<file path="src/common/fetch_consts.svh">
`ifndef FETCH_CONSTS_SVH
`define FETCH_CONSTS_SVH

`define FETCH_RESET_PC 32'h0000_0060
`define IQ_DEPTH 4
`define IMEM_WORDS 256
`define WAIT_W 4

`endif

</file>
<file path="src/common/fetch_pkg.sv">
package fetch_pkg;

    typedef logic [31:0] rv_word;

    typedef enum logic [6:0]
    {
        op_lui   = 7'b0110111,
        op_auipc = 7'b0010111,
        op_jal   = 7'b1101111,
        op_jalr  = 7'b1100111,
        op_br    = 7'b1100011,
        op_load  = 7'b0000011,
        op_store = 7'b0100011,
        op_imm   = 7'b0010011,
        op_reg   = 7'b0110011,
        op_csr   = 7'b1110011
    } rv_opcode;

    // one queue slot as seen by the back end.
    typedef struct packed
    {
        rv_word pc;
        rv_word inst;
        rv_word pc_next; // static prediction.
    } fetch_entry_t;

    typedef enum logic [1:0]
    {
        CFG_WAIT = 2'd0,
        CFG_BOOT = 2'd1,
        CFG_GO   = 2'd2
    } cfg_addr_e;

endpackage

</file>
<file path="src/hw/fetch/fetch_cfg.sv">
`timescale 1ns/1ns
`include "fetch_consts.svh"

module fetch_cfg
(
    input  logic                 clk,
    input  logic                 rst,
    input  logic                 cfg_we_i,
    input  fetch_pkg::cfg_addr_e cfg_addr_i,
    input  fetch_pkg::rv_word    cfg_wdata_i,
    output logic [`WAIT_W-1:0]   wait_cycles_o,
    output fetch_pkg::rv_word    boot_pc_o,
    output logic                 start_o
);

    always_ff @(posedge clk)
    begin
        if (rst)
        begin
            wait_cycles_o <= '0;
            boot_pc_o     <= `FETCH_RESET_PC;
            start_o       <= 1'b0;
        end
        else
        begin
            start_o <= 1'b0; // single cycle pulse.
            if (cfg_we_i)
            begin
                case (cfg_addr_i)
                    fetch_pkg::CFG_WAIT:
                    begin
                        wait_cycles_o <= cfg_wdata_i[`WAIT_W-1:0];
                    end
                    fetch_pkg::CFG_BOOT:
                    begin
                        boot_pc_o <= {cfg_wdata_i[31:2], 2'b00}; // word aligned.
                    end
                    fetch_pkg::CFG_GO:
                    begin
                        start_o <= 1'b1;
                    end
                    default: ;
                endcase
            end
        end
    end

endmodule

</file>
<file path="config.mk">
export PLATFORM = sky130hd
export DESIGN_NAME = fetch_cfg
export DESIGN_NICKNAME = d
export VERILOG_FILES = /design/src/common/fetch_pkg.sv /design/src/hw/fetch/fetch_cfg.sv
export VERILOG_INCLUDE_DIRS = /design/src /design/src/common
export SDC_FILE = /design/constraint.sdc
export NUM_CORES = 1
export LEC_CHECK = 0
export BUFFER_PORTS_ARGS = -buffer_cell sky130_fd_sc_hd__buf_2
export CORE_ASPECT_RATIO = 0.7
export CORE_MARGIN = 5
export CORE_UTILIZATION = 41
export CTS_CLUSTER_SIZE = 16
export DETAILED_ROUTE_END_ITERATION = 6
export PLACE_DENSITY = 0.75
export SLEW_MARGIN = 20
export SYNTH_ARGS = -nofsm -noshare
export SYNTH_HDL_FRONTEND = slang
export SYNTH_SLANG_ARGS = --single-unit
</file>
<file path="constraint.sdc">
create_clock -name clk -period 1.1 [get_ports clk]
set_clock_uncertainty 0.2 [all_clocks]
set_input_delay 0.275 -clock clk [delete_from_list [all_inputs] [get_ports clk]]
set_output_delay 0.275 -clock clk [all_outputs]
set_load 0.01 [all_outputs]
</file>
==> impl_metrics.ini <==
[outcome]
status = complete, but fails checks
violations = hold timing, setup timing

[logic_synthesis]
synthTopCellsByArea = dfxtp_1 (45%), nand2b_1 (25%), mux2i_1 (22%)
ys_seq_area_frac = 0.446
yosys_warnings = 0
synth_top_area_share = 0.446
yosys.area.top_type = dfxtp_1
synth.distinct_cells = 13
muxShareOfSynthArea = 0.217
synth_xor_area_frac = 0
synth_top_family_by_area = simple AND/OR/NAND/NOR gates
avgSynthCellArea_sq_um = 10.3
synthSimpleGateAreaFrac = 0.279
syn_area_sq_mm = 0.00157
synthAdderAreaFrac = 0
synthCells = 153
synth-compound-area-share = 0
ys_ff_latch = 35

[route]
ant_nets = 0
drt_iter0_markers = 38
drc_errors = 0
dr.pass1.iters = 4
routed_wl_mm = 3.73
via_count = 1259
routedWlPerCell_um = 13.2
via_per_inst = 4.45

[pwr]
leakage_nw = 1.07
power.total_w = 0.00297
pwr_density_cell_mw_per_mm2 = 1190
vdd_ir_drop_max_mv = 0.701

[floorplanning]
die_height_um = 61.8
initial_utilization = 0.436
ios = 74
die_area_sq_mm = 0.00519
coreArea_sq_mm = 0.00360
die_w_um = 84.0
row_count = 18

[clock_tree]
numCtsBuffers = 5
clk_latency_ns = 0.29
cts.clk_slew.worst_paths_ns = 0.07
cts_tree = yes
cts_buffer_depth = 2
root_buffer = clkbuf_8
htreeDepth = 2
clock-sinks = 35

[global_route]
antenna_found_initial = 0
grt-ovfl-total = 0
grt_pass1_wl_mm = 5.78
grt_pass1_vias = 1250
grt_max_degree = 36
grt_use_total = 0.144

[placement]
port_buffers = 71
routabilityCongestion = 0.704
place.detailed.hpwl_mm = 2.42

[final_layout]
drive_above_1_share = 0.558
fill_cells = 280
nets = 269
areaGrowthSynthToFinish_pct = 58.6
diodes = 0

[sta]
period_needed_ns = 1.21
rsz0062_at_grt = yes
setup_ws_ns = -0.113
period_share = 1.10
hold_viol = 1
tns_ns = -3.58
finalSetupViolations = 40
max_freq_mhz = 824
final_max_slew_viol_count = 0
hold_ws_ns = -0.00880

[run]
cap_viol_max_count = 0

[worst_setup_path]
crit_path_max_incr_delay_ns = 0.33
start_kind = register
critical-path-top-delay-family = flip-flops
worstPathArrival_ns = 0.74
crit_required_ns = 0.62
crit_buf_inv = 1
crit_type = register to output pin
slowest_stage = dfxtp_2
crit_chain = buf_6
cp_max_fo = 2
critPathCaptureType = output pin

[worst_hold_path]
hold_path.class = input pin to register
[cell type report]
cell class | instances | area [sq um] | area share
multi-input cells | 106 | 797 | 0.320
well taps | 50 | 62.6 | 0.0251
clock buffers | 6 | 82.6 | 0.0332
repair buffers | 84 | 769 | 0.309
clock inverters | 2 | 35.0 | 0.0141
flip-flops and latches | 35 | 743 | 0.298
[sequential cells by signal, summed over array words and instances, names as in the netlist]
name,cells
boot_pc_o,30
wait_cycles_o,4
start_o,1
[report_power, final]
| part | switching, W | internal (W) |
|---|---|---|
| logic | 0.000157 | 0.000264 |
| registers | 0.0000323 | 0.00132 |
| clock network | 0.000459 | 0.000733 |
[cells in the mapped netlist]
library cell  number
or3b_1             1
nor2_1             4
nor4bb_1           1
conb_1             1
buf_6              4
nand2b_1          62
dfxtp_1           35
nor3b_1            1
clkbuf_1           6
and3b_1            1
buf_2              1
buf_4              2
mux2i_1           34
[per-stage QoR]
stage          cells  setup slack, ns  hold WS [ns]  utilization  area (sq um)
2_1_floorplan    154          -0.0607         0.151            -          1590
3_3_place_gp     268           -0.217         0.256        0.559          2020
3_5_place_dp     268           -0.263         0.261        0.559          2020
4_1_cts          278           -0.135       -0.0234        0.667          2400
5_1_grt          283           -0.155       -0.0189        0.691          2490
6_report         283           -0.113      -0.00880        0.691          2490
[per-layer routing]
layer  global-route usage  up-vias  wire (um)
met1                0.160      564       1600
li1                     -      642          -
met4               0.0413        0         37
met5                    0        -          0
met2                0.240       48       1730
met3               0.0856        5        360
[cells in the final DEF (no fill, tap or decap), drive strengths merged]
master   n
nor4bb   1
nand2b  62
clkbuf   8
dfxtp   35
nor2     4
conb     2
mux2i   34
or3b     1
bufinv   1
clkinv   1
nor3b    1
and3b    1
buf     82
[cells by family after synthesis]
family	Yosys count
buf+inv	13
flops	35
mux	34
other cells	1
simple gates	70
[timing repair]
action                                  in CTS  in global routing
cloned                                       0                  2
endpoints found under the setup margin      35                 36
gates resized for setup                     68                  3
setup buffers                                2                  3
hold endpoints to repair                     1                  1
[worst paths after layout]
check	slack, ns	end	from	cells after the start
worst min-delay path	-0.009	start_o$_SDFF_PP0_	cfg_addr_i[0]	2
worst max-delay path	-0.11	boot_pc_o[19]	boot_pc_o[19]$_SDFFE_PP0P_	1
worst max register to register	0.10	boot_pc_o[25]$_SDFFE_PP0P_	boot_pc_o[25]$_SDFFE_PP0P_	4
worst min register to register	0.28	boot_pc_o[13]$_SDFFE_PP0P_	boot_pc_o[13]$_SDFFE_PP0P_	2
Power figures use the tool's default switching activity.
