## config.mk

```make
export PLATFORM = sky130hd
export DESIGN_NAME = inst_queue
export DESIGN_NICKNAME = d
export VERILOG_FILES = /design/src/common/fetch_pkg.sv /design/src/hw/inst_queue.sv
export VERILOG_INCLUDE_DIRS = /design/src /design/src/common
export SDC_FILE = /design/constraint.sdc
export NUM_CORES = 1
export LEC_CHECK = 0
export BUFFER_PORTS_ARGS = -buffer_cell sky130_fd_sc_hd__buf_4
export CORE_ASPECT_RATIO = 0.8
export CORE_MARGIN = 3
export CORE_UTILIZATION = 40
export CTS_CLUSTER_SIZE = 28
export DETAILED_ROUTE_END_ITERATION = 7
export GPL_TIMING_DRIVEN = 0
export SLEW_MARGIN = 15
export SYNTH_ARGS = -nofsm -noshare
export SYNTH_HDL_FRONTEND = slang
export SYNTH_SLANG_ARGS = --single-unit
```

## constraint.sdc

```tcl
create_clock -name clk -period 4.7 [get_ports clk]
set_input_delay 0.235 -clock clk [delete_from_list [all_inputs] [get_ports clk]]
set_output_delay 0.235 -clock clk [all_outputs]
set_load 0.01 [all_outputs]
```

## src/common/fetch_consts.svh

```systemverilog
`ifndef FETCH_CONSTS_SVH
`define FETCH_CONSTS_SVH

`define FETCH_RESET_PC 32'h0000_0060
`define IQ_DEPTH 4
`define IMEM_WORDS 256
`define WAIT_W 4

`endif

```

## src/common/fetch_pkg.sv

```systemverilog
package fetch_pkg;

    typedef logic [31:0] rv_word;

    typedef enum logic [6:0]
    {
        op_lui   = 7'b0110111,
        op_auipc = 7'b0010111,
        op_jal   = 7'b1101111,
        op_jalr  = 7'b1100111,
        op_br    = 7'b1100011,
        op_load  = 7'b0000011,
        op_store = 7'b0100011,
        op_imm   = 7'b0010011,
        op_reg   = 7'b0110011,
        op_csr   = 7'b1110011
    } rv_opcode;

    // one queue slot as seen by the back end.
    typedef struct packed
    {
        rv_word pc;
        rv_word inst;
        rv_word pc_next; // static prediction.
    } fetch_entry_t;

    typedef enum logic [1:0]
    {
        CFG_WAIT = 2'd0,
        CFG_BOOT = 2'd1,
        CFG_GO   = 2'd2
    } cfg_addr_e;

endpackage

```

## src/hw/inst_queue.sv

```systemverilog
`timescale 1ns/1ns
`include "fetch_consts.svh"

module inst_queue
(
    input  logic                    clk,
    input  logic                    rst,
    input  logic                    flush_i,
    input  logic                    enq_valid_i,
    input  fetch_pkg::fetch_entry_t enq_entry_i,
    output logic                    enq_ready_o,
    input  logic                    deq_i,
    output logic                    head_valid_o,
    output fetch_pkg::fetch_entry_t head_o
);

    localparam int PTR_W = $clog2(`IQ_DEPTH);

    fetch_pkg::fetch_entry_t slots [`IQ_DEPTH];
    logic [PTR_W-1:0]        wr_ptr;
    logic [PTR_W-1:0]        rd_ptr;
    logic [PTR_W:0]          count;
    logic                    push;
    logic                    pop;

    assign enq_ready_o  = (count != (PTR_W+1)'(`IQ_DEPTH));
    assign head_valid_o = (count != '0);
    assign head_o       = slots[rd_ptr];
    assign push         = enq_valid_i && enq_ready_o;
    assign pop          = deq_i && head_valid_o;

    always_ff @(posedge clk)
    begin
        if (rst || flush_i)
        begin
            wr_ptr <= '0;
            rd_ptr <= '0;
            count  <= '0;
        end
        else
        begin
            if (push)
            begin
                wr_ptr <= wr_ptr + 1'b1; // depth is a power of two.
            end
            if (pop)
            begin
                rd_ptr <= rd_ptr + 1'b1;
            end
            case ({push, pop})
                2'b10:   count <= count + 1'b1;
                2'b01:   count <= count - 1'b1;
                default: count <= count;
            endcase
        end
    end

    always_ff @(posedge clk)
    begin
        if (push)
        begin
            slots[wr_ptr] <= enq_entry_i;
        end
    end

endmodule
```

==> flow_metrics.env, run 1 <==
export IMPL_synth_compound_area_share_pct=0.227
export IMPL_rsz0062_at_grt="false"
export IMPL_internal_power_mw=5.92
export IMPL_min_period_ps=2440
export IMPL_initial_core_util_pct=40.9
export IMPL_drcViolationCount=0
export IMPL_holdWs_ps=34.5
export IMPL_crit_chain="or3b_1 > clkbuf_1 > nand2_2 > ha_1 > inv_1 > fa_1 > xor2_1 > or3_1 > a21oi_1"
export IMPL_synthCells=555
export IMPL_dp_hpwl_um=17900
export IMPL_wl_per_cell_um=20.2
export IMPL_status="finished, final reports clean"
export IMPL_cp_max_fo=6
export IMPL_cts_root_buf="clkbuf_16"
export IMPL_ys_types=25
export IMPL_drtIter0Drc=403
export IMPL_ys_seq_area_share_pct=81.7
export IMPL_clock_path_buffers=3
export IMPL_ys_warn_count=0
export IMPL_cts_max_level=2
export IMPL_synth_edf_count=384
export IMPL_grt_overflow=0
export IMPL_finalHoldViolCount=0
export IMPL_grt_max_degree=45
export IMPL_design_area_um2=18800
export IMPL_setup_worst_path_end_class="register"
export IMPL_synth_area_leaders="edfxtp_1 (80%), mux4_2 (15%), dfxtp_1 (1.3%), ha_1 (0.44%), buf_8 (0.42%)"
export IMPL_track_usage_pct=15.0
export IMPL_synth_common_cells="edfxtp_1 (384), mux4_2 (96), buf_2 (11), dfxtp_1 (9)"
export IMPL_maxCapViolations=0
export IMPL_crit_required_ps=5140
export IMPL_placed_area_um2=16700
export IMPL_netlist_area_um2=14300
export IMPL_worst_r2r_setup_slack_ps=2260
export IMPL_skew_ps=12.7
export IMPL_async_flop_share_pct=0
export IMPL_dieHeight_um=175
export IMPL_drive_gt1_share_pct=41.2
export IMPL_min_from="rst"
export IMPL_critPathLaunchType="register"
export IMPL_switching_power_mw=1.48
export IMPL_setup_worst_path_class="register to register"
export IMPL_leakagePower_nw=6.35
export IMPL_core_region_area_um2=35000
export IMPL_worst_slew_pin_slew_ps=738
export IMPL_finalCritPeriodShare_pct=51.9
export IMPL_synth_fa_ha_area_share_pct=0.576
export IMPL_clock_latency_ps=520
export IMPL_power_frac_clock_pct=39.7
export IMPL_critPathBufInv=2
export IMPL_cpMaxStageDelayCell="dfxtp_1"
export IMPL_clk_pin_slew_ps=60
export IMPL_fill_cells=2662
export IMPL_slew_violations=0
export IMPL_worstPathArrival_ps=2880
export IMPL_pwr_share_seq_pct=53.6
export IMPL_yosysTopAreaCell="edfxtp_1"
export IMPL_syn2layout_area_growth_pct=31.4
export IMPL_nNetsFinal=1006
export IMPL_cp_slowest_stage_delay_ps=410
export IMPL_cts_setup_buffers=0
export IMPL_synth_simple_gate_area_share_pct=0.698
export IMPL_drtAntennaViolNets=0
export IMPL_synth_most_common_cell="edfxtp_1"
export IMPL_viasPerCell=4.94
export IMPL_clock_fmax_ghz=0.410
export IMPL_sw_frac_of_total_pct=20.0
export IMPL_grt_pass1_wl_um=44000
export IMPL_critical_path_startpoint="count[2]$_SDFFE_PP0P_"
export IMPL_synth_seq_cells=393
export IMPL_dr_pass1_iters=4
export IMPL_grt_pass1_vias=7662
export IMPL_peakVddDrop_mv=0.335
export IMPL_dieArea_um2=38200
export IMPL_rows=61
export IMPL_syn_num_nets=662
export IMPL_io_pins=199
export IMPL_numClockSinks=393
export IMPL_grt_antenna_before_repair=0
export IMPL_pwr_share_comb_pct=6.7
export IMPL_yosysTopAreaCellShare_pct=80.4
export IMPL_die_w_um=218
export IMPL_synthMuxAreaShare_pct=15.2
export IMPL_fin_tns_setup_ps=0
export IMPL_slew_headroom_pct=50.8
export IMPL_synth_top_family_by_area="multiplexers"
export IMPL_r2r_start="count[2]$_SDFFE_PP0P_"
export IMPL_syn_area_per_cell_um2=25.8
export IMPL_report_final_setup_viol=0
export IMPL_synth_xor_area_share_pct=0.244
export IMPL_yosys_most_used_dff="edfxtp_1"
export IMPL_critPathTopFamily="simple AND/OR/NAND/NOR gates"
export IMPL_powerDensity_nw_per_um2=393
export IMPL_cts_made_buffers=40
export IMPL_gp_congestion=0.721
export IMPL_diodes=0
export IMPL_numPortBuffers=198
export IMPL_routed_wl_um=28200
export IMPL_hold_class="primary input to register"
export IMPL_cts_tree="yes"
export IMPL_vias=6903
[layout by cell type, fill, tap and decap left out, types with 2 or more instances in the layout]
cell type,Yosys,layout
xor2_1,3,3
and3_4,0,4
dfxtp_1,9,9
buf_16,0,8
nand2_1,4,4
inv_6,0,2
clkinv_4,0,2
bufinv_16,0,2
edfxtp_1,384,384
nor2_1,7,7
clkbuf_1,7,10
clkinv_2,0,5
or3_1,2,2
mux4_2,96,96
dlygate4sd3_1,0,96
buf_8,4,4
buf_4,0,198
ha_1,5,5
buf_2,11,11
clkinv_1,0,8
a21oi_1,2,2
clkbuf_16,0,41
inv_1,5,5
mux2i_1,2,2
clkinvlp_4,0,4
[repair_timing]
| item | CTS | global route |
|---|---|---|
| gates resized for setup | 0 | 0 |
| hold endpoints to repair | 384 | 0 |
| hold buffers | 96 | 0 |
[worst paths after layout]
kind                                 end  depth (start not counted)
setup / recovery   count[2]$_SDFFE_PP0P_                          9
hold / removal    wr_ptr[0]$_SDFFE_PP0P_                          4
setup reg to reg   count[2]$_SDFFE_PP0P_                          9
hold reg to reg   wr_ptr[1]$_SDFFE_PP0P_                          2
[power by group through the flow]
stage / Clock (mW) / Sequential [mW] / Combinational [mW]
final: 2.94 / 3.96 / 0.496
after global routing: 3.17 / 3.97 / 0.535
after CTS: 3.03 / 3.96 / 0.507
after global placement: 0 / 4.05 / 0.409
after floorplan: 0 / 4.04 / 0.178
after detailed placement: 0 / 4.04 / 0.437
[final cells by class]
class / count / area (um^2) / share of cell area, %
inverter: 5 / 18.8 / 0.0997
buffer: 24 / 173 / 0.917
clock buffer: 44 / 1040 / 5.51
multi-input combinational: 133 / 2450 / 13.0
tap: 472 / 591 / 3.14
clock inverter: 23 / 180 / 0.957
timing repair buffer: 302 / 2670 / 14.2
sequential: 393 / 11700 / 62.2
[sequential cells by signal (all words and copies together), names as in the netlist, named ones only]
register and flops:
slots 384, count 3, wr_ptr 2, rd_ptr 2
[kinds of logic after synthesis]
family | after synthesis
muxes | 98
buffers and inverters | 29
DFF | 393
xor gates and xnor gates | 4
AOI/OAI and AO/OA | 5
adders and majority gates | 6
and+or+nand+nor | 20
[worst register-to-register path: stages, from the launching register on]
cell and delay (ps):
dfxtp_1 410, or3b_1 360, clkbuf_1 170, nand2_2 140, ha_1 210, inv_1 70, fa_1 380, xor2_1 160
or3_1 310, a21oi_1 150
[per-layer routing]
| metal | wire length, um | part of all wire (%) | track usage [%] | up-vias |
|---|---|---|---|---|
| met3 | 1680 | 5.9 | 3.70 | 44 |
| met1 | 11300 | 40 | 18.8 | 3610 |
| li1 | - | - | - | 3067 |
| met4 | 609 | 2.2 | 4.16 | 0 |
| met2 | 14600 | 52 | 26.1 | 182 |
| met5 | 0 | 0 | 0 | - |
[metrics by stage]
step | cells | setup WS (ps) | power (mW) | util (%)
after global placement | 1225 | -569 | 4.46 | 46.8
after global routing | 1396 | 2050 | 7.68 | 53.8
after floorplan | 555 | 1190 | 4.22 | -
after CTS | 1396 | 2130 | 7.50 | 53.8
final | 1396 | 2260 | 7.40 | 53.8
after detailed placement | 1233 | 2310 | 4.48 | 47.5
Note: power is estimated with default switching activity, not from simulation.
==> inputs of run 2 (changes only) <==
clock period = 1.95 ns   (was 4.7 ns; I/O delays follow)
==> run 2 against run 1 <==
Against the previous run:
- the run now ends with negative setup slack left
- core utilization grew 2.3 points
- critical path depth shrank 4
- hold slack gained 24 ps
- clock power increased by 150%
- via count increased by 3.1%
- non-clock buffer count up 27
- clock-buffer cell count is 3 higher
- routed wire length increased by 8.4%
- final cell count up 2.7%
- worst setup slack lost 2400 ps
==> flow_metrics.env, run 2 (synthesized netlist as in run 1, its figures left out) <==
export IMPL_status="complete, but fails checks"
export IMPL_violations="negative setup slack"
export IMPL_drtIter0Drc=346
export IMPL_clk_pin_slew_ps=60
export IMPL_setup_worst_path_class="register to primary output"
export IMPL_fin_cells=1433
export IMPL_crit_chain="buf_12 > buf_12 > buf_12 > mux4_2 > buf_6"
export IMPL_drcViolationCount=0
export IMPL_rows=61
export IMPL_cts_root_buf="clkbuf_16"
export IMPL_hold_class="primary input to register"
export IMPL_die_w_um=218
export IMPL_worstPathArrival_ps=2000
export IMPL_finalHoldViolCount=0
export IMPL_vias=7118
export IMPL_diodes=0
export IMPL_grt_pass1_vias=7853
export IMPL_crit_top_cell="buf_12"
export IMPL_finalCritPeriodShare_pct=107
export IMPL_report_final_setup_viol=96
export IMPL_grt_antenna_before_repair=0
export IMPL_final_common_cell="edfxtp_1"
export IMPL_clock_latency_ps=530
export IMPL_grt_overflow=0
export IMPL_dp_hpwl_um=18100
export IMPL_numPortBuffers=198
export IMPL_design_area_um2=19700
export IMPL_place_ws_ps=-177
export IMPL_core_region_area_um2=35000
export IMPL_grt_max_degree=77
export IMPL_peakVddDrop_mv=0.773
export IMPL_track_usage_pct=15.9
export IMPL_dr_pass1_iters=4
export IMPL_wl_per_cell_um=21.3
export IMPL_cts_max_level=2
export IMPL_critPathTopFamily="buffers and inverters"
export IMPL_viasPerCell=4.97
export IMPL_fill_cells=2577
export IMPL_slew_violations=0
export IMPL_cts_made_buffers=40
export IMPL_dieArea_um2=38200
export IMPL_crit_required_ps=1850
export IMPL_critPathLaunchType="register"
export IMPL_routed_wl_um=30600
export IMPL_slew_headroom_pct=70.7
export IMPL_largest_registers="slots (384), count (3)"
export IMPL_dieHeight_um=175
export IMPL_gp_congestion=0.745
export IMPL_worst_slew_pin_slew_ps=434
export IMPL_cts_tree="yes"
export IMPL_drtAntennaViolNets=0
export IMPL_fin_util_pct=56.1
export IMPL_top_register="slots"
export IMPL_skew_ps=12.2
export IMPL_cpMaxStageDelayCell="mux4_2"
export IMPL_leakagePower_nw=6.69
export IMPL_clock_path_buffers=3
export IMPL_numClockSinks=393
export IMPL_dp_cells=1233
export IMPL_critPathBufInv=4
export IMPL_drive_gt1_share_pct=44.5
export IMPL_largest_reg_flops=384
export IMPL_setup_worst_path_end_class="primary output"
export IMPL_cp_max_fo=10
export IMPL_setup_slack_ps=-143
export IMPL_syn2layout_area_growth_pct=37.1
export IMPL_clock_fmax_ghz=0.478
export IMPL_io_pins=199
export IMPL_initial_core_util_pct=40.9
export IMPL_min_period_ps=2090
export IMPL_cp_slowest_stage_delay_ps=540
export IMPL_maxCapViolations=0
export IMPL_grt_pass1_wl_um=45900
export IMPL_powerDensity_nw_per_um2=926
export IMPL_rsz0062_at_grt="true"
export IMPL_nNetsFinal=1037
export IMPL_placed_area_um2=16700
export IMPL_final_cell_mix="edfxtp_1 (384), buf_4 (164), dlygate4sd3_1 (98), mux4_2 (96), buf_6 (58)"
run 2: path summary, 6_finish.rpt:
check,cells past startpoint,startpoint,slack (ps),to
worst max-delay path,5,register,-140,head_o[58]
worst min-delay path,4,deq_i,60,rd_ptr[1]$_SDFFE_PP0P_
worst max register to register,8,count[1]$_SDFFE_PP0P_,-130,count[2]$_SDFFE_PP0P_
worst min register to register,2,wr_ptr[0]$_SDFFE_PP0P_,540,wr_ptr[0]$_SDFFE_PP0P_
run 2: final cells by class:
type | count | area, um^2 | share of cell area (%)
clock inverter | 26 | 210 | 1.07
tap | 472 | 591 | 3.01
clock buffer | 47 | 1050 | 5.34
multi-input combinational | 137 | 2520 | 12.8
timing repair buffer | 330 | 3220 | 16.4
buffer | 23 | 314 | 1.60
inverter | 5 | 18.8 | 0.0955
sequential | 393 | 11700 | 59.6
run 2: layer usage:
metal	vias up	part of all wire, %	track usage (%)	wire (um)
li1	3150	-	-	-
met1	3698	39	19.5	11900
met2	219	52	27.6	15700
met3	51	6.5	4.13	1990
met4	0	2.9	5.35	887
met5	-	0	0	0
run 2: what timing repair did:
action,4_1_cts,5_1_grt
gates cloned,8,4
gates resized for setup,89,30
endpoints found under the hold margin,386,0
hold buffers,98,0
setup endpoints to repair,268,301
pin swaps,8,2
buffers inserted,16,4
run 2: where the power goes:
group / switching (mW) / internal, mW / total [mW]
clock network: 3.03 / 4.25 / 7.28
logic: 0.579 / 0.771 / 1.35
registers: 0.0485 / 9.50 / 9.55
total: 3.66 / 14.5 / 18.2
run 2: worst reg2reg max path: cells and delay by family, from the launching register on:
| family | cells | cell delay, ps |
|---|---|---|
| xor gates and xnor gates | 1 | 150 |
| AOI/OAI and AO/OA | 1 | 130 |
| buffers and inverters | 1 | 30 |
| and+or+nand+nor | 3 | 900 |
| DFF | 1 | 350 |
| adders and majority gates | 2 | 450 |
run 2: metrics by stage:
stage	total power, mW	hold slack, ps	setup TNS [ps]
after global routing	18.9	79.4	-16200
final	18.2	59.0	-8960
after CTS	18.4	27.6	-16030
after global placement	10.7	295	-165740
after floorplan	10.2	196	-85.6
after detailed placement	10.8	300	-27550
