[src/common/fetch_consts.svh]
`ifndef FETCH_CONSTS_SVH
`define FETCH_CONSTS_SVH

`define FETCH_RESET_PC 32'h0000_0060
`define IQ_DEPTH 4
`define IMEM_WORDS 256
`define WAIT_W 4

`endif

[src/common/fetch_pkg.sv]
package fetch_pkg;

    typedef logic [31:0] rv_word;

    typedef enum logic [6:0]
    {
        op_lui   = 7'b0110111,
        op_auipc = 7'b0010111,
        op_jal   = 7'b1101111,
        op_jalr  = 7'b1100111,
        op_br    = 7'b1100011,
        op_load  = 7'b0000011,
        op_store = 7'b0100011,
        op_imm   = 7'b0010011,
        op_reg   = 7'b0110011,
        op_csr   = 7'b1110011
    } rv_opcode;

    // one queue slot as seen by the back end.
    typedef struct packed
    {
        rv_word pc;
        rv_word inst;
        rv_word pc_next; // static prediction.
    } fetch_entry_t;

    typedef enum logic [1:0]
    {
        CFG_WAIT = 2'd0,
        CFG_BOOT = 2'd1,
        CFG_GO   = 2'd2
    } cfg_addr_e;

endpackage

[src/common/imem_if.sv]
`timescale 1ns/1ns

interface imem_if;

    logic             read;
    fetch_pkg::rv_word address;
    logic             resp;    // ends the current read.
    fetch_pkg::rv_word rdata;  // valid with resp only.

    modport fetch
    (
        output read,
        output address,
        input  resp,
        input  rdata
    );

    modport mem
    (
        input  read,
        input  address,
        output resp,
        output rdata
    );

endinterface

[src/hw/fetch/fetch_unit.sv]
`timescale 1ns/1ns
`include "fetch_consts.svh"

module fetch_unit
(
    input  logic                    clk,
    input  logic                    rst,
    imem_if.fetch                   imem,
    input  logic                    enq_ready_i,
    output logic                    enq_valid_o,
    output fetch_pkg::fetch_entry_t enq_entry_o,
    input  logic                    flush_i,
    input  fetch_pkg::rv_word       pc_correct_i,
    input  logic                    start_i,
    input  fetch_pkg::rv_word       boot_pc_i
);

    typedef enum logic
    {
        QUICK,
        SLOW
    } state_e;

    state_e              state;
    state_e              state_next;
    fetch_pkg::rv_word   pc;
    fetch_pkg::rv_word   pc_next;
    fetch_pkg::rv_word   j_imm;
    fetch_pkg::rv_opcode opcode;
    fetch_pkg::rv_word   redirect_pc;
    fetch_pkg::rv_word   held_pc;
    logic                held;
    logic                redirect;
    logic                mem_read;
    logic                slow_resp;

    // flush wins over start.
    assign redirect    = flush_i | start_i;
    assign redirect_pc = flush_i ? pc_correct_i : boot_pc_i;

    assign opcode = fetch_pkg::rv_opcode'(imem.rdata[6:0]);
    assign j_imm  = {{12{imem.rdata[31]}}, imem.rdata[19:12], imem.rdata[20],
                     imem.rdata[30:21], 1'b0};

    always_comb
    begin
        if (opcode == fetch_pkg::op_jal)
        begin
            pc_next = pc + j_imm;
        end
        else
        begin
            pc_next = pc + 32'd4; // branches and jalr fall through.
        end
    end

    assign imem.read    = mem_read;
    assign imem.address = pc;
    assign enq_entry_o  = '{pc: pc, inst: imem.rdata, pc_next: pc_next};
    assign slow_resp    = (state == SLOW) && imem.resp;

    always_comb
    begin
        state_next  = state;
        mem_read    = 1'b0;
        enq_valid_o = 1'b0;
        case (state)
            QUICK:
            begin
                if (!redirect && enq_ready_i)
                begin
                    mem_read = 1'b1;
                    if (imem.resp)
                    begin
                        enq_valid_o = 1'b1; // zero wait states.
                    end
                    else
                    begin
                        state_next = SLOW;
                    end
                end
            end
            SLOW:
            begin
                mem_read = 1'b1; // held until resp.
                if (imem.resp)
                begin
                    state_next  = QUICK;
                    enq_valid_o = !redirect && !held && enq_ready_i;
                end
            end
            default: ;
        endcase
    end

    always_ff @(posedge clk)
    begin
        if (rst)
        begin
            state <= QUICK;
            pc    <= `FETCH_RESET_PC;
            held  <= 1'b0;
        end
        else
        begin
            state <= state_next;
            if (slow_resp)
            begin
                held <= 1'b0;
                if (redirect)
                begin
                    pc <= redirect_pc;
                end
                else if (held)
                begin
                    pc <= held_pc; // stale word dropped.
                end
                else if (enq_valid_o)
                begin
                    pc <= pc_next;
                end
            end
            else if (state == SLOW)
            begin
                if (redirect)
                begin
                    held <= 1'b1;
                end
            end
            else if (redirect)
            begin
                pc <= redirect_pc;
            end
            else if (enq_valid_o)
            begin
                pc <= pc_next;
            end
        end
    end

    always_ff @(posedge clk)
    begin
        if ((state == SLOW) && redirect)
        begin
            held_pc <= redirect_pc;
        end
    end

endmodule

[src/flat_wrapper.sv]
// flat-port wrapper written by rule: the top's interface ports become plain ports
module fetch_unit_flat 
  (clk, rst, enq_ready_i, enq_valid_o, enq_entry_o, flush_i, pc_correct_i, start_i, boot_pc_i, imem_read, imem_address, imem_resp, imem_rdata);
  imem_if imem_i ();
  input  logic clk;
  input  logic rst;
  input  logic enq_ready_i;
  output logic enq_valid_o;
  output fetch_pkg::fetch_entry_t enq_entry_o;
  input  logic flush_i;
  input  fetch_pkg::rv_word pc_correct_i;
  input  logic start_i;
  input  fetch_pkg::rv_word boot_pc_i;
  output wire logic [$bits(imem_i.read)-1:0] imem_read;
  output wire logic [$bits(imem_i.address)-1:0] imem_address;
  input wire logic [$bits(imem_i.resp)-1:0] imem_resp;
  input wire logic [$bits(imem_i.rdata)-1:0] imem_rdata;
  assign imem_read = imem_i.read;
  assign imem_address = imem_i.address;
  assign imem_i.resp = imem_resp;
  assign imem_i.rdata = imem_rdata;
  fetch_unit u_core (.clk(clk), .rst(rst), .imem(imem_i), .enq_ready_i(enq_ready_i), .enq_valid_o(enq_valid_o), .enq_entry_o(enq_entry_o), .flush_i(flush_i), .pc_correct_i(pc_correct_i), .start_i(start_i), .boot_pc_i(boot_pc_i));
endmodule
[config.mk]
export PLATFORM = sky130hd
export DESIGN_NAME = fetch_unit_flat
export DESIGN_NICKNAME = d
export VERILOG_FILES = /design/src/common/fetch_pkg.sv /design/src/common/imem_if.sv /design/src/hw/fetch/fetch_unit.sv /design/src/flat_wrapper.sv
export VERILOG_INCLUDE_DIRS = /design/src /design/src/common
export SDC_FILE = /design/constraint.sdc
export NUM_CORES = 1
export LEC_CHECK = 0
export BUFFER_PORTS_ARGS = -buffer_cell sky130_fd_sc_hd__buf_2
export CAP_MARGIN = 30
export CORE_AREA = 2 2 122 124
export DETAILED_ROUTE_END_ITERATION = 8
export DIE_AREA = 0 0 124 126
export GPL_ROUTABILITY_DRIVEN = 1
export PLACE_DENSITY = 0.78
export RECOVER_POWER = 100
export SLEW_MARGIN = 20
export SYNTH_ARGS = -nofsm -noshare
export SYNTH_HDL_FRONTEND = slang
export SYNTH_SLANG_ARGS = --single-unit
[constraint.sdc]
create_clock -name clk -period 5.4 [get_ports clk]
set_input_delay 1.62 -clock clk [delete_from_list [all_inputs] [get_ports clk]]
set_output_delay 1.62 -clock clk [all_outputs]
set_load 0.02 [all_outputs]
==> flow_metrics.env, run 1 <==
export IMPL_status="finished with violations"
export IMPL_violations="max-capacitance violations, max-slew violations, negative setup slack"
export IMPL_mostFrequentLayoutCells="buf_2, buf_4, nand2_1, nor2_1, a21oi_1"
export IMPL_portBuffers=221
export IMPL_p_switching_w=0.0007713
export IMPL_seq_power_share_pct=27.7
export IMPL_synthTopCellsByArea="edfxtp_1, dfxtp_1, buf_4"
export IMPL_startpoint_type="input port"
export IMPL_layout_cells_non_filler=1292
export IMPL_clock_latency_ns=0.34
export IMPL_die_x_um=124
export IMPL_final_hold_violation_count=0
export IMPL_initial_core_util_pct=46.18
export IMPL_area_growth_pct=42.17
export IMPL_endpoint_kind="output pin"
export IMPL_async_reset_ff_share_pct=0
export IMPL_p_leak_nw=4.141
export IMPL_grt_ovfl_total=0
export IMPL_cts_tree="done"
export IMPL_stdcell_area_um2=9398
export IMPL_post_route_min_period_ns=5.756
export IMPL_p_per_area_nw_per_um2=230.0
export IMPL_drt_pre_antenna_iters=6
export IMPL_hpwl_um=17360
export IMPL_grt_pass1_wl_um=36000
export IMPL_fillers=1164
export IMPL_rsz0062_at_grt="yes"
export IMPL_syn_inst=829
export IMPL_worst_clock_skew_ns=0.005250
export IMPL_placedInstanceArea_um2=8304
export IMPL_clockBufferDepth=2
export IMPL_synthesis_nets=963
export IMPL_layout_drive_gt1_share_pct=41.70
export IMPL_vias=7589
export IMPL_crit_slowest_cell="a2111oi_4"
export IMPL_setup_viol=14
export IMPL_ys_flop_type="dfxtp_1"
export IMPL_crit_required_ns=3.78
export IMPL_crit_family="compound AO/OA/AOI/OAI gates"
export IMPL_maxSlewHeadroom_pct=-11.85
export IMPL_maxCapViolCount=2
export IMPL_io_pins=232
export IMPL_rows=44
export IMPL_totalWireLength_um=24360
export IMPL_die_area_um2=15620
export IMPL_cts_sinks=66
export IMPL_layout_setup_ws_ns=-0.3563
export IMPL_crit_chain="buf_8 > ha_4 > inv_2 > fa_2 > and2b_2 > o21bai_4 > a2111oi_4 > o21bai_2 > buf_4 > buf_6 > a21oi_4 > a31oi_1 > xnor2_1 > a21oi_2 > inv_1 > buf_2"
export IMPL_globalplace_congestion=0.9383
export IMPL_layout_commonest_cell="buf_2"
export IMPL_avgSynthCellArea_um2=7.974
export IMPL_yosys_area_top_type="edfxtp_1"
export IMPL_p_sw_share_pct=35.69
export IMPL_critPathKind="input port to output pin"
export IMPL_grt_max_degree=39
export IMPL_worst_slew_pin_slew_ns=1.678
export IMPL_crit_fanout=3
export IMPL_ys_seq_area_share_pct=24.83
export IMPL_arrival_ns=4.14
export IMPL_layout_nets=1237
export IMPL_yosys_area_top_type_share_pct=14.54
export IMPL_synth_edf_count=32
export IMPL_drv_slew=73
export IMPL_clkTransAtPathRegs_ns=0.05
export IMPL_hold_buffers=0
export IMPL_root_buffer="clkbuf_16"
export IMPL_total_power_w=0.002161
export IMPL_fp_dieH_um=126
export IMPL_final_antenna_net_count=0
export IMPL_synthesis_yosys_warnings=0
export IMPL_yosysUniqueCellTypes=86
export IMPL_p_int_w=0.001390
export IMPL_peakVddDrop_mv=0.2212
export IMPL_p_comb_share_pct=42.8
export IMPL_fin_util_pct=65.66
export IMPL_cts_max_level=3
export IMPL_drc=0
export IMPL_period_share_pct=106.6
export IMPL_fmax_ghz=0.1737
export IMPL_max_stage_delay_ns=0.38
export IMPL_critPathBufInv=6
export IMPL_track_usage_pct=29.19
export IMPL_synth_seq_cells=66
export IMPL_placedCellCount=1251
export IMPL_antenna_found_initial=0
export IMPL_min_path_type="flop to flop"
export IMPL_syn_area_um2=6610
export IMPL_wl_per_cell_um=18.86
export IMPL_drt_first_iter_violations=932
export IMPL_p_clk_share_pct=29.5
export IMPL_n_antenna_cell=0
export IMPL_avgViaCountPerCell=5.874
export IMPL_numCtsBuffers=9
export IMPL_core_um2=14310
export IMPL_grt_pass1_vias=6951
[cells in the mapped netlist, types with 21 or more instances]
| library cell | instances |
|---|---|
| ha_1 | 31 |
| nand2_1 | 93 |
| dfxtp_1 | 34 |
| xnor2_1 | 32 |
| nor2_1 | 65 |
| nand3_1 | 33 |
| nor3_1 | 21 |
| buf_4 | 66 |
| a21oi_1 | 68 |
| edfxtp_1 | 32 |
| clkbuf_1 | 41 |
| o21ai_0 | 44 |
| mux2_2 | 31 |
[timing repair]
item | CTS | global route
setup buffers | 13 | 12
pin swaps | 26 | 29
gates resized for setup | 65 | 61
setup endpoints to repair | 14 | 18
[path summary, 6_finish.rpt]
check	from	end	slack (ns)	depth (start not counted)
max	imem_rdata[21]	enq_entry_o[25]	-0.36	16
min	u_core.held	u_core.held	0.52	1
max reg2reg	u_core.imem.address[2]	u_core.imem.address[27]	1.86	16
min reg2reg	u_core.held	u_core.held	0.52	1
[worst reg2reg max path, stage by stage, from the launching register on]
cell and delay [ns]:
dfxtp_1 0.56, inv_1 0.15, fa_2 0.40, and2b_2 0.27, o21bai_4 0.09, a2111oi_4 0.38, o21bai_2 0.13, buf_4 0.15
buf_6 0.11, a21oi_4 0.14, buf_6 0.13, a2bb2oi_2 0.15, a22oi_2 0.09, buf_4 0.16, buf_4 0.13, o211a_1 0.22
o22a_1 0.18
[state kept, by name, indices dropped and copies added (netlist names)]
name	count
u_core.held_pc	32
u_core.held	1
u_core.state	1
u_core.imem.address	32
[power groups by stage]
stage | sequential, W | clock [W] | combinational, W
6_report | 0.000599 | 0.000638 | 0.000924
5_1_grt | 0.000602 | 0.000661 | 0.000985
4_1_cts | 0.000595 | 0.000640 | 0.000841
3_5_place_dp | 0.000603 | 0 | 0.000786
3_3_place_gp | 0.000602 | 0 | 0.000776
2_1_floorplan | 0.000620 | 0 | 0.000478
[metal layers]
layer / up-vias / wire length (um) / part of all wire (%) / track usage [%]
met5: - / 0 / 0 / 0
met4: 0 / 735 / 3.0 / 10.31
met3: 73 / 2088 / 8.6 / 4.257
li1: 3510 / - / - / -
met1: 3548 / 9982 / 41 / 39.83
met2: 458 / 11560 / 47 / 46.90
[kinds of logic (layout without fill, tap and decap cells)]
logic type / after synthesis / after routing / share of synthesized area, %
compound gates: 231 / 231 / 23.79
buf+inv: 131 / 410 / 11.41
flops: 66 / 66 / 24.83
xor+xnor: 50 / 50 / 6.625
fa+ha+maj: 32 / 32 / 6.171
mux: 39 / 39 / 6.511
simple gates: 280 / 280 / 20.65
[cell type report]
type | instances | area [um^2] | area share (%)
clock buffers | 11 | 252.7 | 2.689
clock inverters | 5 | 76.32 | 0.8121
inverters | 17 | 63.81 | 0.6790
multi-input cells | 632 | 4792 | 50.99
flip-flops and latches | 66 | 1642 | 17.47
well taps | 184 | 230.2 | 2.450
repair buffers | 377 | 2341 | 24.91
[metrics by stage]
stage	setup TNS, ns	worst slack (ns)	hold WS [ns]
2_1_floorplan	-0.02421	-0.02068	0.4757
3_3_place_gp	-2.874	-0.3950	0.4941
3_5_place_dp	-3.211	-0.4138	0.4946
4_1_cts	-2.426	-0.3600	0.5252
5_1_grt	-3.364	-0.4791	0.5435
6_report	-2.489	-0.3563	0.5242
Power figures use the tool's default switching activity.
==> run 2: changes to the inputs <==
--- a/config.mk
+++ b/config.mk
@@ -6,11 +6,12 @@
 export SDC_FILE = /design/constraint.sdc
 export NUM_CORES = 1
 export LEC_CHECK = 0
+export ABC_AREA = 1
 export BUFFER_PORTS_ARGS = -buffer_cell sky130_fd_sc_hd__buf_2
 export CAP_MARGIN = 30
-export CORE_AREA = 2 2 122 124
+export CORE_AREA = 2 2 127 129
 export DETAILED_ROUTE_END_ITERATION = 8
-export DIE_AREA = 0 0 124 126
+export DIE_AREA = 0 0 129 131
 export GPL_ROUTABILITY_DRIVEN = 1
 export PLACE_DENSITY = 0.78
 export RECOVER_POWER = 100
==> run 2 against run 1 <==
Against the previous run: the flow finishes with violations (max-capacitance violations); flip-flop and latch count unchanged; global-route usage down 1.2 points; total power down 13%; clock-buffer cell count unchanged; critical endpoint is now enq_entry_o[21]; utilization down 13 points; clock skew up 0.0030 ns; routed wire length down 1.7%; critical path depth down 2; sequential power about the same.
==> flow_metrics.env, run 2 <==
export IMPL_status="finished with violations"
export IMPL_violations="max-capacitance violations"
export IMPL_ys_flop_type="dfxtp_1"
export IMPL_hold_worst_slack_ns=0.4748
export IMPL_crit_slowest_cell="fa_1"
export IMPL_numCtsBuffers=9
export IMPL_synth_top_family_by_area="simple AND/OR/NAND/NOR gates"
export IMPL_post_route_min_period_ns=5.220
export IMPL_syn_inst=1217
export IMPL_yosys_area_top_type_share_pct=21.57
export IMPL_cts_tree="done"
export IMPL_initial_core_util_pct=46.86
export IMPL_mostFrequentLayoutCells="nand2_1, inv_1, clkbuf_1, a21oi_1, buf_2"
export IMPL_synthMuxAreaShare_pct=0
export IMPL_worst_slew_pin_slew_ns=1.494
export IMPL_n_antenna_cell=0
export IMPL_cts_sinks=66
export IMPL_vias=8174
export IMPL_core_um2=15600
export IMPL_drt_pre_antenna_iters=5
export IMPL_globalplace_congestion=0.9575
export IMPL_synth_fa_ha_area_share_pct=5.581
export IMPL_ys_seq_area_share_pct=22.46
export IMPL_crit_fanout=3
export IMPL_clockBufferDepth=2
export IMPL_totalWireLength_um=23960
export IMPL_fmax_ghz=0.1916
export IMPL_fp_dieH_um=131
export IMPL_max_stage_delay_ns=0.39
export IMPL_arrival_ns=3.60
export IMPL_die_area_um2=16900
export IMPL_worst_clock_skew_ns=0.008255
export IMPL_layout_nets=1495
export IMPL_yosysMostFrequentCell="nand2_1"
export IMPL_synthesis_yosys_warnings=0
export IMPL_dp_slack_ns=0.1116
export IMPL_avgViaCountPerCell=5.167
export IMPL_layout_commonest_cell="nand2_1"
export IMPL_critPathKind="input port to output pin"
export IMPL_crit_chain="buf_2 > ha_1 > inv_1 > fa_1 > inv_1 > nand3_1 > nand2_1 > nand3_1 > nand3_2 > nand2_1 > nand2_1 > nor2_1 > o21ai_2 > buf_2"
export IMPL_rows=46
export IMPL_synth_compound_area_share_pct=16.16
export IMPL_layout_drive_gt1_share_pct=12.15
export IMPL_final_hold_violation_count=0
export IMPL_maxCapViolCount=1
export IMPL_die_x_um=129
export IMPL_drc=0
export IMPL_p_leak_nw=4.181
export IMPL_grt_max_degree=53
export IMPL_hold_buffers=0
export IMPL_peakVddDrop_mv=0.1761
export IMPL_grt_pass1_vias=7362
export IMPL_track_usage_pct=28.03
export IMPL_tns_ns=0
export IMPL_async_reset_ff_share_pct=0
export IMPL_area_growth_pct=13.29
export IMPL_syn_area_um2=7308
export IMPL_portBuffers=221
export IMPL_synthesis_nets=1351
export IMPL_synth_edf_count=32
export IMPL_synthTopCellsByArea="nand2_1, edfxtp_1, dfxtp_1"
export IMPL_yosys_area_top_type="nand2_1"
export IMPL_yosysUniqueCellTypes=48
export IMPL_wl_per_cell_um=15.14
export IMPL_clock_latency_ns=0.33
export IMPL_endpoint_kind="output pin"
export IMPL_antenna_found_initial=0
export IMPL_layout_setup_ws_ns=0.1797
export IMPL_crit_required_ns=3.78
export IMPL_root_buffer="clkbuf_16"
export IMPL_final_antenna_net_count=0
export IMPL_cts_max_level=3
export IMPL_synthSimpleGateAreaFrac_pct=36.95
export IMPL_p_per_area_nw_per_um2=226.5
export IMPL_hpwl_um=18900
export IMPL_period_share_pct=96.67
export IMPL_setup_viol=0
export IMPL_min_path_type="flop to flop"
export IMPL_startpoint_type="input port"
export IMPL_synthXorXnorAreaFrac_pct=2.517
export IMPL_clkTransAtPathRegs_ns=0.05
export IMPL_drv_slew=0
export IMPL_io_pins=232
export IMPL_rsz0062_at_grt="no"
export IMPL_synth_seq_cells=66
export IMPL_grt_pass1_wl_um=37290
export IMPL_drt_first_iter_violations=561
export IMPL_timing_critical_path_mode_cell="nand2_1"
export IMPL_grt_ovfl_total=0
export IMPL_total_power_w=0.001875
export IMPL_avgSynthCellArea_um2=6.005
export IMPL_maxSlewHeadroom_pct=0.4317
export IMPL_ys_top_cells_by_count="nand2_1, inv_1, a21oi_1"
-- run 2: changes by cell type in the layout (fill, tap and decap cells not counted), moves of 40 or more --
cell / delta
nand2_1: +333
buf_2: -74
nand3_1: +40
clkbuf_1: +84
inv_1: +122
a21oi_1: +62
buf_4: -139
-- run 2: per-layer routing --
layer	part of all wire (%)	vias up	track usage, %
li1	-	4152	-
met1	45	3636	38.59
met2	45	347	46.72
met3	7.0	39	2.565
met4	2.4	0	8.887
met5	0	-	0
-- run 2: cell families (layout without fill, tap and decap cells) --
group,Yosys count,count (layout)
xor+xnor,21,21
compound gates,218,218
simple gates,636,636
flops,66,66
buf+inv,244,393
fa+ha+maj,32,32
-- run 2: stage by stage --
step / std cells / instance area, um^2 / util [%]
floorplan: 1217 / 7308 / -
detailed placement: 1565 / 8133 / 52.14
CTS: 1581 / 8462 / 54.25
global route: 1582 / 8279 / 53.08
finish: 1582 / 8279 / 53.08
global placement: 1565 / 8133 / 52.14
-- run 2: what timing repair did --
item,CTS,global route
resized for setup,0,2
buffers inserted,0,0
endpoints found under the setup margin,0,1
-- run 2: path summary, 6_finish.rpt --
| path | start | to | slack, ns | cells past startpoint |
|---|---|---|---|---|
| max | imem_rdata[21] | enq_entry_o[21] | 0.18 | 14 |
| min | u_core.state | u_core.held | 0.47 | 1 |
| min reg2reg | u_core.state | u_core.held | 0.47 | 1 |
| max reg2reg | u_core.state | u_core.imem.address[13] | 2.24 | 9 |
-- run 2: critical path: cells and delay by family --
family	cells	cell delay, ns
AO/OA/AOI/OAI	1	0.23
adder cells (fa/ha/maj)	2	0.55
AND/OR/NAND/NOR	7	0.71
buffers and inverters	4	0.47
-- run 2: final cells by class --
class | count | area, um^2
multi-input cells | 907 | 4449
repair buffers | 236 | 1057
clock inverters | 5 | 75.07
clock buffers | 11 | 254.0
flip-flops and latches | 66 | 1642
fillers | 1712 | 7318
well taps | 216 | 270.3
inverters | 141 | 531.8
-- run 2: power breakdown --
group / switching, W / internal (W)
combinational: 0.000438 / 0.000203
clock: 0.000205 / 0.000429
sequential: 0.0000493 / 0.000551
total: 0.000692 / 0.00118
==> run 3: changes to the inputs <==
--- a/config.mk
+++ b/config.mk
@@ -15,6 +15,7 @@
 export GPL_ROUTABILITY_DRIVEN = 1
 export PLACE_DENSITY = 0.78
 export RECOVER_POWER = 100
+export REMOVE_ABC_BUFFERS = 1
 export SLEW_MARGIN = 20
 export SYNTH_ARGS = -nofsm -noshare
 export SYNTH_HDL_FRONTEND = slang
==> run 3 against run 2 <==
Against the previous run: total power down 4.2%; clock power down 11%; largest cell class unchanged; largest power group unchanged; global-route usage fell by 0.87 points; the flow finishes with violations (max-capacitance violations, max-slew violations); critical path type unchanged; flip-flop and latch count stayed put; critical path depth shrank 2; highest routed layer unchanged.
==> flow_metrics.env, run 3 (synthesized netlist as in run 2, its figures left out) <==
export IMPL_drt_first_iter_violations=941
export IMPL_crit_slowest_cell="fa_1"
export IMPL_portBuffers=221
export IMPL_clockBufferDepth=2
export IMPL_arrival_ns=3.60
export IMPL_cts_max_level=3
export IMPL_crit_fanout=3
export IMPL_globalplace_congestion=0.9725
export IMPL_die_area_um2=16900
export IMPL_cts_repair_resized=0
export IMPL_root_buffer="clkbuf_16"
export IMPL_grt_ovfl_total=0
export IMPL_hold_worst_slack_ns=0.4577
export IMPL_wl_per_cell_um=14.85
export IMPL_post_route_min_period_ns=5.220
export IMPL_drv_slew=35
export IMPL_clock_latency_ns=0.33
export IMPL_fillers=1675
export IMPL_track_usage_pct=27.16
export IMPL_final_hold_violation_count=0
export IMPL_layout_drive_gt1_share_pct=12.54
export IMPL_mostFrequentLayoutCells="nand2_1, inv_1, a21oi_1, clkbuf_1, buf_2"
export IMPL_initial_core_util_pct=46.86
export IMPL_totalWireLength_um=23460
export IMPL_fmax_ghz=0.1916
export IMPL_p_leak_nw=4.175
export IMPL_p_per_area_nw_per_um2=217.6
export IMPL_area_growth_pct=12.99
export IMPL_rsz0062_at_grt="no"
export IMPL_multi_input_area_um2=4468
export IMPL_routed_wl_met2_um=10760
export IMPL_ff_latch_area_um2=1642
export IMPL_drc=0
export IMPL_layout_commonest_cell="nand2_1"
export IMPL_hold_buffers=0
export IMPL_cts_tree="done"
export IMPL_layout_nets=1493
export IMPL_crit_required_ns=3.78
export IMPL_worst_clock_skew_ns=0.009585
export IMPL_worst_slew_pin_slew_ns=1.618
export IMPL_fp_dieH_um=131
export IMPL_crit_family="adder cells"
export IMPL_dp_slack_ns=0.2415
export IMPL_total_power_w=0.001797
export IMPL_violations="max-capacitance violations, max-slew violations"
export IMPL_setup_viol=0
export IMPL_drt_pre_antenna_iters=6
export IMPL_io_pins=232
export IMPL_startpoint_type="input port"
export IMPL_min_path_type="flop to flop"
export IMPL_layout_setup_ws_ns=0.1802
export IMPL_dr_wl_met3_um=1954
export IMPL_grt_max_degree=45
export IMPL_placedCellCount=1562
export IMPL_die_x_um=129
export IMPL_peakVddDrop_mv=0.1597
export IMPL_critPathKind="input port to output pin"
export IMPL_critPathBufInv=4
export IMPL_antenna_found_initial=0
export IMPL_maxCapViolCount=1
export IMPL_met1_length_um=10060
export IMPL_vias=8239
export IMPL_clkTransAtPathRegs_ns=0.05
export IMPL_n_antenna_cell=0
export IMPL_crit_chain="buf_2 > ha_1 > inv_1 > fa_1 > inv_1 > nand3_1 > nand2_1 > nand2_1 > nand2_1 > a21oi_1 > a22oi_1 > buf_2"
export IMPL_numCtsBuffers=9
export IMPL_hpwl_um=18010
export IMPL_tns_ns=0
export IMPL_core_um2=15600
export IMPL_endpoint_kind="output pin"
export IMPL_grt_pass1_vias=7228
export IMPL_layout_cells_non_filler=1580
export IMPL_maxSlewHeadroom_pct=-7.897
export IMPL_cts_sinks=66
export IMPL_rows=46
export IMPL_final_antenna_net_count=0
export IMPL_status="finished with violations"
export IMPL_max_stage_delay_ns=0.40
export IMPL_avgViaCountPerCell=5.215
export IMPL_grt_pass1_wl_um=36340
export IMPL_cts_setup_buffers=0
export IMPL_timing_critical_path_mode_cell="nand2_1"
export IMPL_period_share_pct=96.66
export IMPL_top_layer="met4"
-- run 3: path summary, 6_finish.rpt --
kind	start	to	slack (ns)	depth (start not counted)
max	imem_rdata[21]	enq_entry_o[9]	0.18	12
max reg2reg	u_core.state	u_core.imem.address[3]	2.56	10
min	u_core.state	u_core.held	0.46	1
min reg2reg	u_core.state	u_core.held	0.46	1
-- run 3: where the power goes --
part           leakage, nW  switching, W  internal (W)
clock network        0.141      0.000218      0.000346
registers            0.572     0.0000510      0.000551
logic                 3.46      0.000427      0.000204
-- run 3: area by class of cell --
type	instances	area share (%)
repair buffers	234	12.80
clock inverters	4	0.3030
multi-input cells	907	54.11
flip-flops and latches	66	19.88
clock buffers	12	3.227
well taps	216	3.273
inverters	141	6.409
-- run 3: through the flow --
stage	area (um^2)	utilization [%]
after global routing	8258	52.94
after global placement	8110	52.00
after CTS	8402	53.87
after floorplan	6646	-
after detailed placement	8110	52.00
final	8258	52.94
-- run 3: layer usage --
layer	up-vias	global-route usage (%)
met4	0	10.23
met5	-	0
li1	4138	-
met2	407	44.94
met3	52	2.850
met1	3642	36.78
-- run 3: worst register-to-register path, delay by kind of cell (launching register included) --
kind | cells | cell delay (ns)
AOI/OAI and AO/OA | 4 | 0.70
DFF | 1 | 0.32
buffers and inverters | 3 | 1.29
and+or+nand+nor | 3 | 0.46
